[config.mk]
export PLATFORM = sky130hd
export DESIGN_NAME = read_ahead
export DESIGN_NICKNAME = d
export VERILOG_FILES = /design/src/hdl/ddr_stream_pkg.sv /design/src/hdl/read_ahead.sv
export VERILOG_INCLUDE_DIRS = /design/src /design/src/hdl
export SDC_FILE = /design/constraint.sdc
export NUM_CORES = 1
export LEC_CHECK = 0
export BUFFER_PORTS_ARGS = -buffer_cell sky130_fd_sc_hd__buf_2
export CORE_MARGIN = 2
export CORE_UTILIZATION = 56
export DETAILED_ROUTE_END_ITERATION = 10
export PLACE_DENSITY_LB_ADDON = 0.3
export SYNTH_ARGS = -nofsm -noshare
export SYNTH_HDL_FRONTEND = slang
export SYNTH_SLANG_ARGS = --single-unit
[constraint.sdc]
create_clock -name aclk -period 8.8 [get_ports aclk]
set_input_delay 2.2 -clock aclk [delete_from_list [all_inputs] [get_ports aclk]]
set_output_delay 2.2 -clock aclk [all_outputs]
set_load 0.01 [all_outputs]
[src/hdl/ddr_stream_macros.svh]
/*
  bridge parameters shared by the package and the engines
  beats are 64 bytes wide and a burst is 64 beats, so BURST_BYTES,
  BURST_LEN, BEAT_SHIFT and DATA_W must be changed together
*/
`ifndef DDR_STREAM_MACROS_SVH
`define DDR_STREAM_MACROS_SVH

// bus widths
`define DS_ADDR_W 34
`define DS_DATA_W 512
`define DS_ID_W 6

// burst shape
`define DS_BURST_BYTES 4096
`define DS_BURST_LEN 63
`define DS_BEAT_SHIFT 6

// watermark lead required before a read-ahead burst
`define DS_RD_MARGIN 8192

// host id that is tracked on DDR A and gated on DDR C
`define DS_TRACK_ID 0
// id of the bridge's own bursts
`define DS_ENGINE_ID 1

// outstanding tracked host writes
`define DS_FIFO_DEPTH 16

`endif

[src/hdl/ddr_stream_pkg.sv]
/*
  types shared by the streaming bridge
  AW and AR carry only id, address and len; the other AXI sidebands
  are tied off outside the bridge
*/
`include "ddr_stream_macros.svh"

package ddr_stream_pkg;

  // ------------------------------
  // plain vectors
  // ------------------------------
  typedef logic [`DS_ADDR_W-1:0] addr_t;
  typedef logic [`DS_DATA_W-1:0] data_t;
  typedef logic [`DS_ID_W-1:0] id_t;
  typedef logic [7:0] len_t;
  typedef logic [1:0] resp_t;

  // ------------------------------
  // channel payloads
  // ------------------------------

  // AW and AR request
  typedef struct packed {
    id_t id;
    addr_t addr;
    len_t len;
  } addr_req_t;

  // B response, 2'b00 is OKAY
  typedef struct packed {
    id_t id;
    resp_t resp;
  } wr_rsp_t;

  // image write-back FSM
  typedef enum logic [1:0] {
    WB_IDLE,
    WB_ADDR,
    WB_DATA
  } wb_state_t;

endpackage

[src/hdl/read_ahead.sv]
/*
  issues 4 KiB read-ahead bursts on DDR A behind the write watermark
  one burst is outstanding on AR at a time; read data is not checked here
*/
`timescale 1ns/1ns
`include "ddr_stream_macros.svh"

module read_ahead (
  input logic aclk,
  input logic aresetn,
  input ddr_stream_pkg::addr_t written_until,
  output ddr_stream_pkg::addr_req_t ar,
  output logic ar_valid,
  input logic ar_ready
);

  import ddr_stream_pkg::*;

  addr_t rd_ptr;
  logic ahead;

  // watermark leads the read pointer by the full margin
  assign ahead = (written_until > rd_ptr) &&
                 ((written_until - rd_ptr) >= addr_t'(`DS_RD_MARGIN));

  assign ar = '{
    id: id_t'(`DS_ENGINE_ID),
    addr: rd_ptr,
    len: len_t'(`DS_BURST_LEN)
  };

  always_ff @(posedge aclk) begin
    if (!aresetn) begin
      rd_ptr <= '0;
      ar_valid <= 1'b0;
    end else begin
      if (ar_valid && ar_ready) begin
        rd_ptr <= rd_ptr + addr_t'(`DS_BURST_BYTES);
        ar_valid <= 1'b0;
      end else if (!ar_valid && ahead) begin
        ar_valid <= 1'b1;
      end
    end
  end

endmodule

==> results.txt, run 1 <==
----------------------------------------------------
[Placement]
  Buffers on Ports ... between 50 and 60
  GPL Wtd Cong ... 0.9438
  Post-place setup slack ... around 4 ns
  Half-perimeter wire length after detailed placement ... 5088 um

[Global route]
  Antenna violations before repair ... 0
  Global route total overflow ... 0
  Via count of the first global-routing pass ... 2201
  Global-route wire length before repair ... 9804 um
  Pin count of the biggest net entering global routing ... 25
  Total routing usage reported by global routing ... 0.2370

[Critical path]
  Cell breakdown of the critical path ... buf_2 -> inv_1 -> ha_1 -> inv_1 -> fa_1 -> a211oi_1 -> nor2_1 -> xor2_1 -> or4_1 -> nor4_1 -> nand4_1 -> nor4_1 -> a41oi_1
  Crit path max-delay family ... simple AND/OR/NAND/NOR gates
  Type of destination of the critical path ... flop
  Startpoint of the worst register-to-register path ... rd_ptr[12]
  Delay contributed by the slowest stage of the critical path ... ~0.40 ns
  Data arrival time at the worst-slack endpoint ... ~4.8 ns
  Bufs and invs on worst path ... 3
  Critical path data required time ... about 9.0 ns
  CP Launch Type ... input pin
  Worst-case register-to-register setup slack ... 5.77 ns
  RR Endpoint ... ar_valid
  Cell at the slowest stage of the critical path ... sky130_fd_sc_hd__fa_1
  Worst Reg-to-Reg Cells ... 11
  CP Class ... in -> reg
  Largest driver fanout on the critical path ... 2

[Floorplanning]
  DIE AREA ... just over 5000 um2
  Count of standard-cell rows ... 24
  Top-level port count ... 86
  Chip width ... about 72 um
  Die Ht ... roughly 70 um
  Initial core utilization ... 0.5865
  Placeable Area ... around 4400 um2

[Logic synthesis]
  Post-synthesis share of cell area spent on and, or, nand and nor gates ... 0.2681
  Most instantiated library cell after synthesis ... sky130_fd_sc_hd__xnor2_1
  Cell count after synthesis ... ~330
  Synth Area per Inst ... between 7 and 8 um2
  Post-synthesis register bit count ... 23
  Warnings from Yosys ... 0
  Count of unique library cells instantiated by Yosys ... between 60 and 70
  Number of enable-type register cells in the synthesized netlist ... 0
  Mux cell area share after synthesis ... 0.02044
  Synth Flop Type ... sky130_fd_sc_hd__dfxtp_1
  Main area contributors after synthesis ... sky130_fd_sc_hd__dfxtp_1 (18%), sky130_fd_sc_hd__ha_1 (11%), sky130_fd_sc_hd__xnor2_1 (9.9%)
  Share of synthesized cell area in full adder, half adder and majority cells ... 0.1197
  Dominant combinational cell family by area after synthesis ... simple AND/OR/NAND/NOR gates
  Area fraction in compound gates after synthesis ... 0.1762
  Top post-synthesis cells by count ... sky130_fd_sc_hd__xnor2_1 (29), sky130_fd_sc_hd__inv_1 (28), sky130_fd_sc_hd__buf_4 (26)
  Fraction of synthesized cell area in xor and xnor cells ... 0.1090
  Seq/Total Area, Yosys ... 0.1791
  Mapped cell area ... 2571 um2
  Synth top area share ... 0.1791
  Async set or reset register ratio after synthesis ... 0
  Leading area contributor after synthesis ... sky130_fd_sc_hd__dfxtp_1

[Power]
  Reported leakage power ... 1.227 nW
  Worst vdd rail ir drop ... roughly 0.000092 V
  PD cells ... about 90 nW/um2

[Hold path]
  Hold path startpoint ... rd_ptr[13]
  Terminating pin of the worst hold path ... rd_ptr[13]
  Hold WC Path Type ... reg -> reg
  Worst hold path depth ... 2

[CTS]
  Number of H-tree levels ... 1
  Number of buffers added by the clock tree synthesis step ... 3
  Clock slew at reported path FFs ... 0.09 ns
  Cell at the root of the clock tree ... sky130_fd_sc_hd__clkbuf_8
  Clk_lat worst skew ... between 0.2 and 0.3 ns
  Post-cts resize count ... 0
  Clock sink count ... 23
  Number of buffers added for setup after CTS ... 0
  Clock tree from TritonCTS ... yes
  Number of hold-repair buffers added at the cts stage ... 0
  Longest Clk Path Bufs ... 2

[Detailed routing]
  Routed via count divided by cell count ... 5.475
  Mean routed wirelength per cell ... between 10 and 15 um
  Total wire length after detailed routing ... 6141 um
  Count of unresolved DRC violations after routing ... 0
  Violation count after the first detailed-route iteration ... approximately 120
  Total iterations of the first detailed-routing run ... 4
  Vias after detailed routing ... 2409
  Antenna-violating nets left ... 0

[Layout]
  Fill cell instance count of the final layout ... between 400 and 500
  Combined flip-flop and latch cell area ... about 460 um2
  Layout overhead on the synthesized area ... 10.95%
  Area of the multi-input gates ... approximately 1900 um2
  Fraction of layout cells with a size suffix above 1 ... 0.2062
  Final Net Count ... 450
  Number of antenna cells inserted ... 0

[Timing]
  Ratio of final minimum period to clock period ... 0.5257
  Number of hold violations in the final report ... 0
  Min setup slack post-route ... approximately 4.2 ns
  Maximum achievable frequency ... approximately 220 MHz
  Transition time at the pin with the least slew margin ... between 0.6 and 0.7 ns
  Aggregate negative setup slack ... 0 ns
  Worst Skew ... between 0.006 and 0.007 ns
  Max Transition Viols Final ... 0
  Remaining max-slew budget at the tightest pin ... 0.5688
  Setup repair after global routing missed its margin ... false
  Period minus WS final ... about 4.6 ns
  Finish-stage setup viols ... 0

[Outcome]
  Status ... finished, final reports clean

[Job]
  Maximum capacitance violations ... 0

----------------------------------------------------
-- final cells by class --
cell class,count,area share
clock inverter,1,0.001754
inverter,28,0.03684
multi-input combinational,274,0.6592
clock buffer,3,0.01447
timing repair buffer,59,0.1035
sequential,23,0.1614
tap,52,0.02281
-- sequential cells by signal, summed over array words and instances (netlist names) --
name      cells
ar_valid      1
rd_ptr       22
-- worst min-delay path, stage by stage, from the launching register on --
cell and delay (ns):
sky130_fd_sc_hd__dfxtp_1 0.36, sky130_fd_sc_hd__nand2_1 0.07, sky130_fd_sc_hd__a21boi_0 0.07
-- power by group --
| group | internal [W] | switching [W] |
|---|---|---|
| registers | 0.000105 | 0.00000144 |
| logic | 0.0000342 | 0.0000446 |
| clock network | 0.0000317 | 0.0000354 |
-- per-stage QoR --
step | utilization | instance area (um2) | power [W] | hold WS (ns) | cells
finish | 0.6507 | 2853 | 0.0002525 | 0.5410 | 440
global route | 0.6507 | 2853 | 0.0002667 | 0.5815 | 440
CTS | 0.6507 | 2853 | 0.0002530 | 0.5359 | 440
detailed placement | 0.6401 | 2806 | 0.0001864 | 0.5258 | 436
global placement | 0.6401 | 2806 | 0.0001854 | 0.5220 | 436
floorplan | - | 2661 | 0.0001734 | 0.5265 | 356
-- cells in the final DEF (no fill, tap or decap), types with 4 or more instances in the layout --
master                     netlist  layout
sky130_fd_sc_hd__a21o_1          8       8
sky130_fd_sc_hd__a21oi_1        11      11
sky130_fd_sc_hd__and2_1         22      22
sky130_fd_sc_hd__and3_1          4       4
sky130_fd_sc_hd__buf_2           1      59
sky130_fd_sc_hd__conb_1          2      26
sky130_fd_sc_hd__dfxtp_1        23      23
sky130_fd_sc_hd__ha_1           23      23
sky130_fd_sc_hd__inv_1          28      28
sky130_fd_sc_hd__nand2_1        25      25
sky130_fd_sc_hd__nand3_1         8       8
sky130_fd_sc_hd__nand4_1         7       7
sky130_fd_sc_hd__nor2_1         19      19
sky130_fd_sc_hd__nor3_1          8       8
sky130_fd_sc_hd__nor4_1          8       8
sky130_fd_sc_hd__o211ai_1        5       5
sky130_fd_sc_hd__o21ai_0         8       8
sky130_fd_sc_hd__or2_2           4       4
sky130_fd_sc_hd__xnor2_1        29      29
-- logic make-up after synthesis --
group,after synthesis
multiplexers,5
AND/OR/NAND/NOR,125
AO/OA/AOI/OAI,62
XOR/XNOR,32
adder cells (fa/ha/maj),24
other,2
flip-flops,23
buffers and inverters,59
-- routing by layer --
layer | routed length (um) | vias to the layer above | track usage
met5 | 0 | - | 0
met4 | 172 | 0 | 0.08595
met3 | 354 | 15 | 0.03657
met2 | 2799 | 81 | 0.3981
met1 | 2815 | 1077 | 0.3076
li1 | - | 1236 | -
-- how the worst max path moves through the flow --
stage / slack (ns) / from / depth (start not counted) / to
after floorplan: 4.27 / written_until[12] / 11 / ar_valid
after global placement: 4.00 / written_until[12] / 13 / ar_valid
after detailed placement: 3.92 / written_until[12] / 13 / ar_valid
after CTS: 4.21 / written_until[12] / 13 / ar_valid
after global routing: 3.99 / written_until[12] / 13 / ar_valid
final: 4.17 / written_until[12] / 13 / ar_valid
No activity file was read; power rests on OpenSTA's default activity.
==> inputs of run 2 (changes only) <==
--- a/config.mk
+++ b/config.mk
@@ -6,9 +6,10 @@
 export SDC_FILE = /design/constraint.sdc
 export NUM_CORES = 1
 export LEC_CHECK = 0
+export ABC_AREA = 1
 export BUFFER_PORTS_ARGS = -buffer_cell sky130_fd_sc_hd__buf_2
 export CORE_MARGIN = 2
-export CORE_UTILIZATION = 56
+export CORE_UTILIZATION = 53
 export DETAILED_ROUTE_END_ITERATION = 10
 export PLACE_DENSITY_LB_ADDON = 0.3
 export SYNTH_ARGS = -nofsm -noshare
==> constraint.sdc (replaced) <==
create_clock -name aclk -period 4.6 [get_ports aclk]
set_input_delay 1.15 -clock aclk [delete_from_list [all_inputs] [get_ports aclk]]
set_output_delay 1.15 -clock aclk [all_outputs]
set_load 0.01 [all_outputs]
==> run 2 against run 1 <==
Largest cell class unchanged. Synthesized area is 11% higher. Sequential power is 91% higher. Combinational power is 110% higher. Power is 98% higher. Routed wire length is 16% higher. Highest routed layer unchanged. Synthesized cell count is 51% higher. Non-clock buffer count stayed put. Flip-flop and latch count stayed put. Final cell count is 43% higher. Clock skew is 0.0012 ns lower.
==> results.txt, run 2 <==
----------------------------------------------------
[Floorplanning]
  Top-level port count ... 86
  Initial core utilization ... 0.5535
  DIE AREA ... 6005 um2
  Chip width ... roughly 77 um
  Count of standard-cell rows ... 26
  Placeable Area ... ~5200 um2
  Die Ht ... approximately 77 um

[Logic synthesis]
  Synth top area share ... 0.1888
  Warnings from Yosys ... 0
  Synth Area per Inst ... 5.725 um2
  Count of unique library cells instantiated by Yosys ... 32
  Leading area contributor after synthesis ... sky130_fd_sc_hd__nand2_1
  Mapped cell area ... roughly 2900 um2
  Synth Flop Type ... sky130_fd_sc_hd__dfxtp_1
  Async set or reset register ratio after synthesis ... 0
  Top post-synthesis cells by count ... sky130_fd_sc_hd__nand2_1 (144), sky130_fd_sc_hd__inv_1 (99), sky130_fd_sc_hd__nor2_1 (45)
  Number of enable-type register cells in the synthesized netlist ... 0
  Most instantiated library cell after synthesis ... sky130_fd_sc_hd__nand2_1
  Seq/Total Area, Yosys ... 0.1608
  Cell count after synthesis ... 500
  Main area contributors after synthesis ... sky130_fd_sc_hd__nand2_1 (19%), sky130_fd_sc_hd__dfxtp_1 (16%), sky130_fd_sc_hd__inv_1 (13%)
  Post-synthesis register bit count ... 23

[CTS]
  Number of buffers added by the clock tree synthesis step ... 3
  Longest Clk Path Bufs ... 2
  Clock tree from TritonCTS ... yes
  Number of hold-repair buffers added at the cts stage ... 0
  Clock sink count ... 23
  Clk_lat worst skew ... approximately 0.27 ns
  Number of buffers added for setup after CTS ... 0
  Clock slew at reported path FFs ... approximately 0.090 ns
  Number of H-tree levels ... 1
  Cell at the root of the clock tree ... sky130_fd_sc_hd__clkbuf_8
  Post-cts resize count ... 0

[Critical path]
  Cell breakdown of the critical path ... buf_2 -> inv_1 -> ha_1 -> inv_1 -> fa_1 -> or2_2 -> a21oi_1 -> nand2_1 -> nor2_1 -> nand3_1 -> nor2_1 -> nand4_1 -> nor2_1 -> nand3_1 -> nand2_1 -> a21oi_1
  Number of cells on the critical path ... 16
  Cell at the slowest stage of the critical path ... sky130_fd_sc_hd__fa_1
  Data arrival time at the worst-slack endpoint ... 3.04 ns
  Worst Reg-to-Reg Cells ... 15
  Largest driver fanout on the critical path ... 4
  CP Launch Type ... input pin
  Delay contributed by the slowest stage of the critical path ... roughly 0.4 ns
  Critical path data required time ... roughly 4.8 ns
  Cell repeated most along the worst path ... sky130_fd_sc_hd__nor2_1
  CP Class ... in -> reg
  Type of destination of the critical path ... flop
  Crit path max-delay family ... simple AND/OR/NAND/NOR gates
  Bufs and invs on worst path ... 3

[Placement]
  Buffers on Ports ... 59
  Placed instance count ... 625
  Post-place setup slack ... about 1.5 ns
  Half-perimeter wire length after detailed placement ... 6065 um
  Placed instance area ... roughly 3100 um2
  GPL Wtd Cong ... slightly above 0.9

[Detailed routing]
  Routed via count divided by cell count ... about 5
  Vias after detailed routing ... ~3100
  Total iterations of the first detailed-routing run ... 4
  Total wire length after detailed routing ... 7116 um
  Count of unresolved DRC violations after routing ... 0
  Antenna-violating nets left ... 0
  Mean routed wirelength per cell ... approximately 11 um
  Violation count after the first detailed-route iteration ... 165

[Timing]
  Setup repair after global routing missed its margin ... false
  Finish-stage setup viols ... 0
  Worst Skew ... 0.005339 ns
  Max Transition Viols Final ... 0
  Period minus WS final ... roughly 2.9 ns
  Aggregate negative setup slack ... 0 ns
  Ratio of final minimum period to clock period ... 0.6255
  Maximum achievable frequency ... roughly 350 MHz
  Min setup slack post-route ... 1.723 ns
  Number of hold violations in the final report ... 0

[Hold path]
  Worst hold path depth ... 2
  Hold WC Path Type ... reg -> reg

[Layout]
  Post-Layout Inst Area ... 3173 um2
  Post-route non-filler standard cell count ... approximately 630
  Final Net Count ... between 600 and 700
  Layout overhead on the synthesized area ... 10.84%
  Flip-flop count of the largest register, all copies and words added ... 22
  Fraction of layout cells with a size suffix above 1 ... 0.1306
  Fin util ... 0.6134
  Biggest register ... rd_ptr
  Number of antenna cells inserted ... 0
  Largest regs ... rd_ptr (22), ar_valid (1)
  Most common library cell in the layout ignoring fill and taps ... sky130_fd_sc_hd__nand2_1
  Most frequent cells in the layout ... sky130_fd_sc_hd__nand2_1 (144), sky130_fd_sc_hd__inv_1 (99), sky130_fd_sc_hd__buf_2 (59)

[Global route]
  Pin count of the biggest net entering global routing ... 20
  GR met1 Demand/Resource ... 0.3276
  Via count of the first global-routing pass ... 2796
  Busiest layer in global routing ... met2
  Antenna violations before repair ... 0
  Global-route wire length before repair ... ~12000 um
  Global route total overflow ... 0
  GR Layer Usage met3 ... 0.02093
  Total routing usage reported by global routing ... 0.2399
  Met2 demand-to-capacity share in global routing ... 0.4061

[Power]
  Reported leakage power ... about 1.7 nW
  PD cells ... 157.9 nW/um2
  Worst vdd rail ir drop ... around 0.00016 V

[Outcome]
  Status ... finished, final reports clean

[Job]
  Maximum capacitance violations ... 0

----------------------------------------------------
-- run 2: changes by cell type in the layout (fill, tap and decap cells not counted), sizes merged, moves of 4 or more --
cell	change
o211ai	-5
and2	-21
nand3	+25
xnor2	-28
and3	-4
or4	-4
a21o	-9
nand2	+122
a21oi	+24
nor2	+28
o21ai	+6
nor3	+8
nor4	-4
inv	+71
-- run 2: metal layers --
| layer | vias up | routed length (um) |
|---|---|---|
| li1 | 1644 | - |
| met4 | 0 | 91 |
| met2 | 120 | 3163 |
| met3 | 6 | 582 |
| met5 | - | 0 |
| met1 | 1347 | 3279 |
-- run 2: cells by family after synthesis --
kind of cell    Yosys count  share of synthesized area
buf+inv                 127                     0.2024
xor+xnor                  3                   0.009180
fa+ha+maj                24                     0.1075
other cells               2                   0.002623
flops                    23                     0.1608
compound gates           56                     0.1040
simple gates            265                     0.4135
-- run 2: worst paths after layout --
| check | startpoint | end | slack, ns |
|---|---|---|---|
| max reg2reg | rd_ptr[18] | ar_valid | 2.24 |
| min reg2reg | rd_ptr[31] | rd_ptr[31] | 0.50 |
| min | rd_ptr[31] | rd_ptr[31] | 0.50 |
| max | written_until[12] | ar_valid | 1.72 |
-- run 2: cell type report --
cell class,count,area [um2]
repair buffers,59,295.3
fillers,537,1999
clock buffers,4,45.04
well taps,70,87.58
flip-flops and latches,23,460.4
multi-input cells,374,1913
inverters,99,371.6
-- run 2: power by group --
part | leakage [nW] | switching, W | internal (W)
combinational | 1.54 | 0.000107 | 0.0000607
sequential | 0.186 | 0.00000276 | 0.000201
clock | 0.0228 | 0.0000673 | 0.0000619
-- run 2: through the flow --
step                      hold WS [ns]  total power, W
after global routing            0.5351       0.0005358
after CTS                       0.5071       0.0005023
after global placement          0.4929       0.0003706
after detailed placement        0.4915       0.0003737
final                           0.5047       0.0005011
after floorplan                 0.4923       0.0003435
-- run 2: tightest hold or removal path, stage by stage, from the launching register on --
cell	delay [ns]
sky130_fd_sc_hd__dfxtp_1	0.32
sky130_fd_sc_hd__nor2_1	0.10
sky130_fd_sc_hd__nor3_1	0.04
==> inputs of run 3 (changes only) <==
--- a/config.mk
+++ b/config.mk
@@ -6,10 +6,10 @@
 export SDC_FILE = /design/constraint.sdc
 export NUM_CORES = 1
 export LEC_CHECK = 0
-export ABC_AREA = 1
+export ABC_AREA = 0
 export BUFFER_PORTS_ARGS = -buffer_cell sky130_fd_sc_hd__buf_2
 export CORE_MARGIN = 2
-export CORE_UTILIZATION = 53
+export CORE_UTILIZATION = 47
 export DETAILED_ROUTE_END_ITERATION = 10
 export PLACE_DENSITY_LB_ADDON = 0.3
 export SYNTH_ARGS = -nofsm -noshare
==> constraint.sdc (replaced) <==
create_clock -name aclk -period 2.6 [get_ports aclk]
set_input_delay 0.65 -clock aclk [delete_from_list [all_inputs] [get_ports aclk]]
set_output_delay 0.65 -clock aclk [all_outputs]
set_load 0.01 [all_outputs]
==> run 3 against run 2 <==
Sequential share of layout area is 1.3 points lower. Final cell count is 16% lower. Flip-flop and latch count stayed put. Register-to-register slack worse by 2.5 ns. First-iteration DRC count is 12% lower. Critical endpoint unchanged. Critical path depth is 3 lower. Sequential power is 75% higher. Count of clock-buffer cells in the layout is 1 lower. Final area is 9.5% higher. Power is 84% higher. The flow now finishes with violations (negative setup slack).
==> results.txt, run 3 (synthesized netlist as in run 1, its figures left out) <==
----------------------------------------------------
[Floorplanning]
  DIE AREA ... between 6000 and 7000 um2
  Die Ht ... between 70 and 80 um
  Placeable Area ... 5205 um2
  Initial core utilization ... 0.4940
  Chip width ... 77.97 um
  Top-level port count ... 86
  Count of standard-cell rows ... 26

[Timing]
  Maximum achievable frequency ... ~350 MHz
  Max Transition Viols Final ... 0
  Transition time at the pin with the least slew margin ... between 0.5 and 0.6 ns
  Ratio of final minimum period to clock period ... 1.114
  Period minus WS final ... around 2.9 ns
  Finish-stage setup viols ... 1
  Remaining max-slew budget at the tightest pin ... 0.6512
  Number of hold violations in the final report ... 0
  Worst Skew ... 0.004554 ns
  Setup repair after global routing missed its margin ... true
  Min setup slack post-route ... -0.2956 ns

[CTS]
  Clock tree from TritonCTS ... yes
  Cell at the root of the clock tree ... sky130_fd_sc_hd__clkbuf_8
  Number of buffers added by the clock tree synthesis step ... 3
  Clk_lat worst skew ... approximately 0.27 ns
  Number of H-tree levels ... 1
  Clock sink count ... 23
  Number of hold-repair buffers added at the cts stage ... 0
  Clock slew at reported path FFs ... 0.08 ns
  Longest Clk Path Bufs ... 2
  Number of buffers added for setup after CTS ... 0

[Layout]
  Layout overhead on the synthesized area ... 35.09%
  Most common library cell in the layout ignoring fill and taps ... sky130_fd_sc_hd__buf_4
  Largest regs ... rd_ptr (22), ar_valid (1)
  Post-route non-filler standard cell count ... 531
  Most frequent cells in the layout ... sky130_fd_sc_hd__buf_4 (73), sky130_fd_sc_hd__buf_2 (59), sky130_fd_sc_hd__xnor2_1 (29)
  Biggest register ... rd_ptr
  Number of antenna cells inserted ... 0
  Fraction of layout cells with a size suffix above 1 ... 0.3471
  Flip-flop count of the largest register, all copies and words added ... 22
  Final Net Count ... around 520
  Fin util ... 0.6673

[Global route]
  Antenna violations before repair ... 0
  Pin count of the biggest net entering global routing ... 24
  Global route total overflow ... 0
  Total routing usage reported by global routing ... 0.2420
  Global-route wire length before repair ... 11960 um
  Via count of the first global-routing pass ... 2626

[Critical path]
  CP Launch Type ... input pin
  Critical path data required time ... around 2.7 ns
  Crit path max-delay family ... simple AND/OR/NAND/NOR gates
  Bufs and invs on worst path ... 4
  Delay contributed by the slowest stage of the critical path ... approximately 0.53 ns
  CP Class ... in -> reg
  Cell at the slowest stage of the critical path ... sky130_fd_sc_hd__or4_1
  Data arrival time at the worst-slack endpoint ... around 3 ns
  Cell breakdown of the critical path ... buf_2 -> inv_1 -> ha_1 -> inv_1 -> fa_1 -> buf_4 -> xnor2_1 -> o211ai_1 -> or4_1 -> nor4_2 -> nand4_1 -> nor4_2 -> a41oi_1
  Largest driver fanout on the critical path ... 2
  Type of destination of the critical path ... flop

[Power]
  Worst vdd rail ir drop ... about 0.00029 V
  PD cells ... about 270 nW/um2
  Reported leakage power ... 1.585 nW

[Detailed routing]
  Count of unresolved DRC violations after routing ... 0
  Met1 layer wirelength in the final routing ... around 3400 um
  Total wire length after detailed routing ... 7371 um
  Routed via count divided by cell count ... slightly above 5
  Vias after detailed routing ... 2752
  Violation count after the first detailed-route iteration ... around 150
  Met2 routed WL ... 3480 um
  Total iterations of the first detailed-routing run ... 5
  Met3 Routed Length ... between 300 and 400 um
  Mean routed wirelength per cell ... roughly 14 um
  Antenna-violating nets left ... 0
  Topmost layer with routed signal wires ... met4

[Placement]
  GPL Wtd Cong ... 0.9044
  Post-place setup slack ... -0.6513 ns
  Placed instance count ... ~530
  Buffers on Ports ... slightly below 60
  Half-perimeter wire length after detailed placement ... roughly 6100 um

[Job]
  Maximum capacitance violations ... 0

[Outcome]
  Status ... complete, but fails checks
  Failing checks ... negative setup slack

[Hold path]
  Hold WC Path Type ... reg -> reg

----------------------------------------------------
run 3: cell count changes in the layout (fill, tap and decap cells not counted), moves of 8 or more:
cell	delta
sky130_fd_sc_hd__a21o_1	+8
sky130_fd_sc_hd__a21oi_1	-23
sky130_fd_sc_hd__and2_1	+21
sky130_fd_sc_hd__buf_4	+73
sky130_fd_sc_hd__inv_1	-71
sky130_fd_sc_hd__nand2_1	-119
sky130_fd_sc_hd__nand3_1	-26
sky130_fd_sc_hd__nor2_1	-26
sky130_fd_sc_hd__xnor2_1	+28
run 3: through the flow:
step	setup TNS, ns	power, W	area [um2]	hold slack [ns]
global placement	-0.5724	0.0006913	3405	0.5791
global route	-0.5004	0.0009727	3473	0.6563
CTS	-0.3259	0.0009252	3462	0.6411
finish	-0.2956	0.0009211	3473	0.6345
detailed placement	-0.6513	0.0006961	3405	0.6129
floorplan	-0.3076	0.0005897	2689	0.5265
run 3: final timing paths:
| check | from | end | slack [ns] | depth (start not counted) |
|---|---|---|---|---|
| setup / recovery | written_until[12] | ar_valid | -0.30 | 13 |
| hold / removal | rd_ptr[31] | rd_ptr[31] | 0.63 | 2 |
| setup reg to reg | rd_ptr[17] | ar_valid | -0.21 | 10 |
| hold reg to reg | rd_ptr[31] | rd_ptr[31] | 0.63 | 2 |
run 3: worst reg2reg max path, stage by stage, from the launching register on:
cell and delay, ns:
sky130_fd_sc_hd__dfxtp_1 0.31, sky130_fd_sc_hd__inv_1 0.13, sky130_fd_sc_hd__ha_4 0.24, sky130_fd_sc_hd__a31o_1 0.25
sky130_fd_sc_hd__a221oi_2 0.30, sky130_fd_sc_hd__nand3_2 0.14, sky130_fd_sc_hd__a211oi_2 0.26, sky130_fd_sc_hd__xnor2_1 0.09
sky130_fd_sc_hd__or4_1 0.53, sky130_fd_sc_hd__nor4_2 0.28, sky130_fd_sc_hd__a41oi_1 0.14
run 3: layout make-up:
type | instances | area (um2)
fill | 487 | 1732
clock inverter | 1 | 5.005
inverter | 28 | 105.1
sequential | 23 | 460.4
tap | 70 | 87.58
timing repair buffer | 132 | 843.3
clock buffer | 3 | 41.29
multi-input combinational | 274 | 1931
run 3: timing repair:
item,in CTS,in global routing
cloned,0,0
hold endpoints to repair,0,0
setup endpoints to repair,1,1
resized for setup,2,2
run 3: where the power goes:
part	switching, W	internal, W
Combinational	0.000175	0.000166
Sequential	0.00000252	0.000356
Clock	0.000115	0.000107
Total	0.000292	0.000629
run 3: layer usage:
layer  GRT usage  up-vias
li1            -     1377
met1      0.3262     1259
met2      0.4129      100
met3     0.02442       16
met4     0.06140        0
met5           0        -
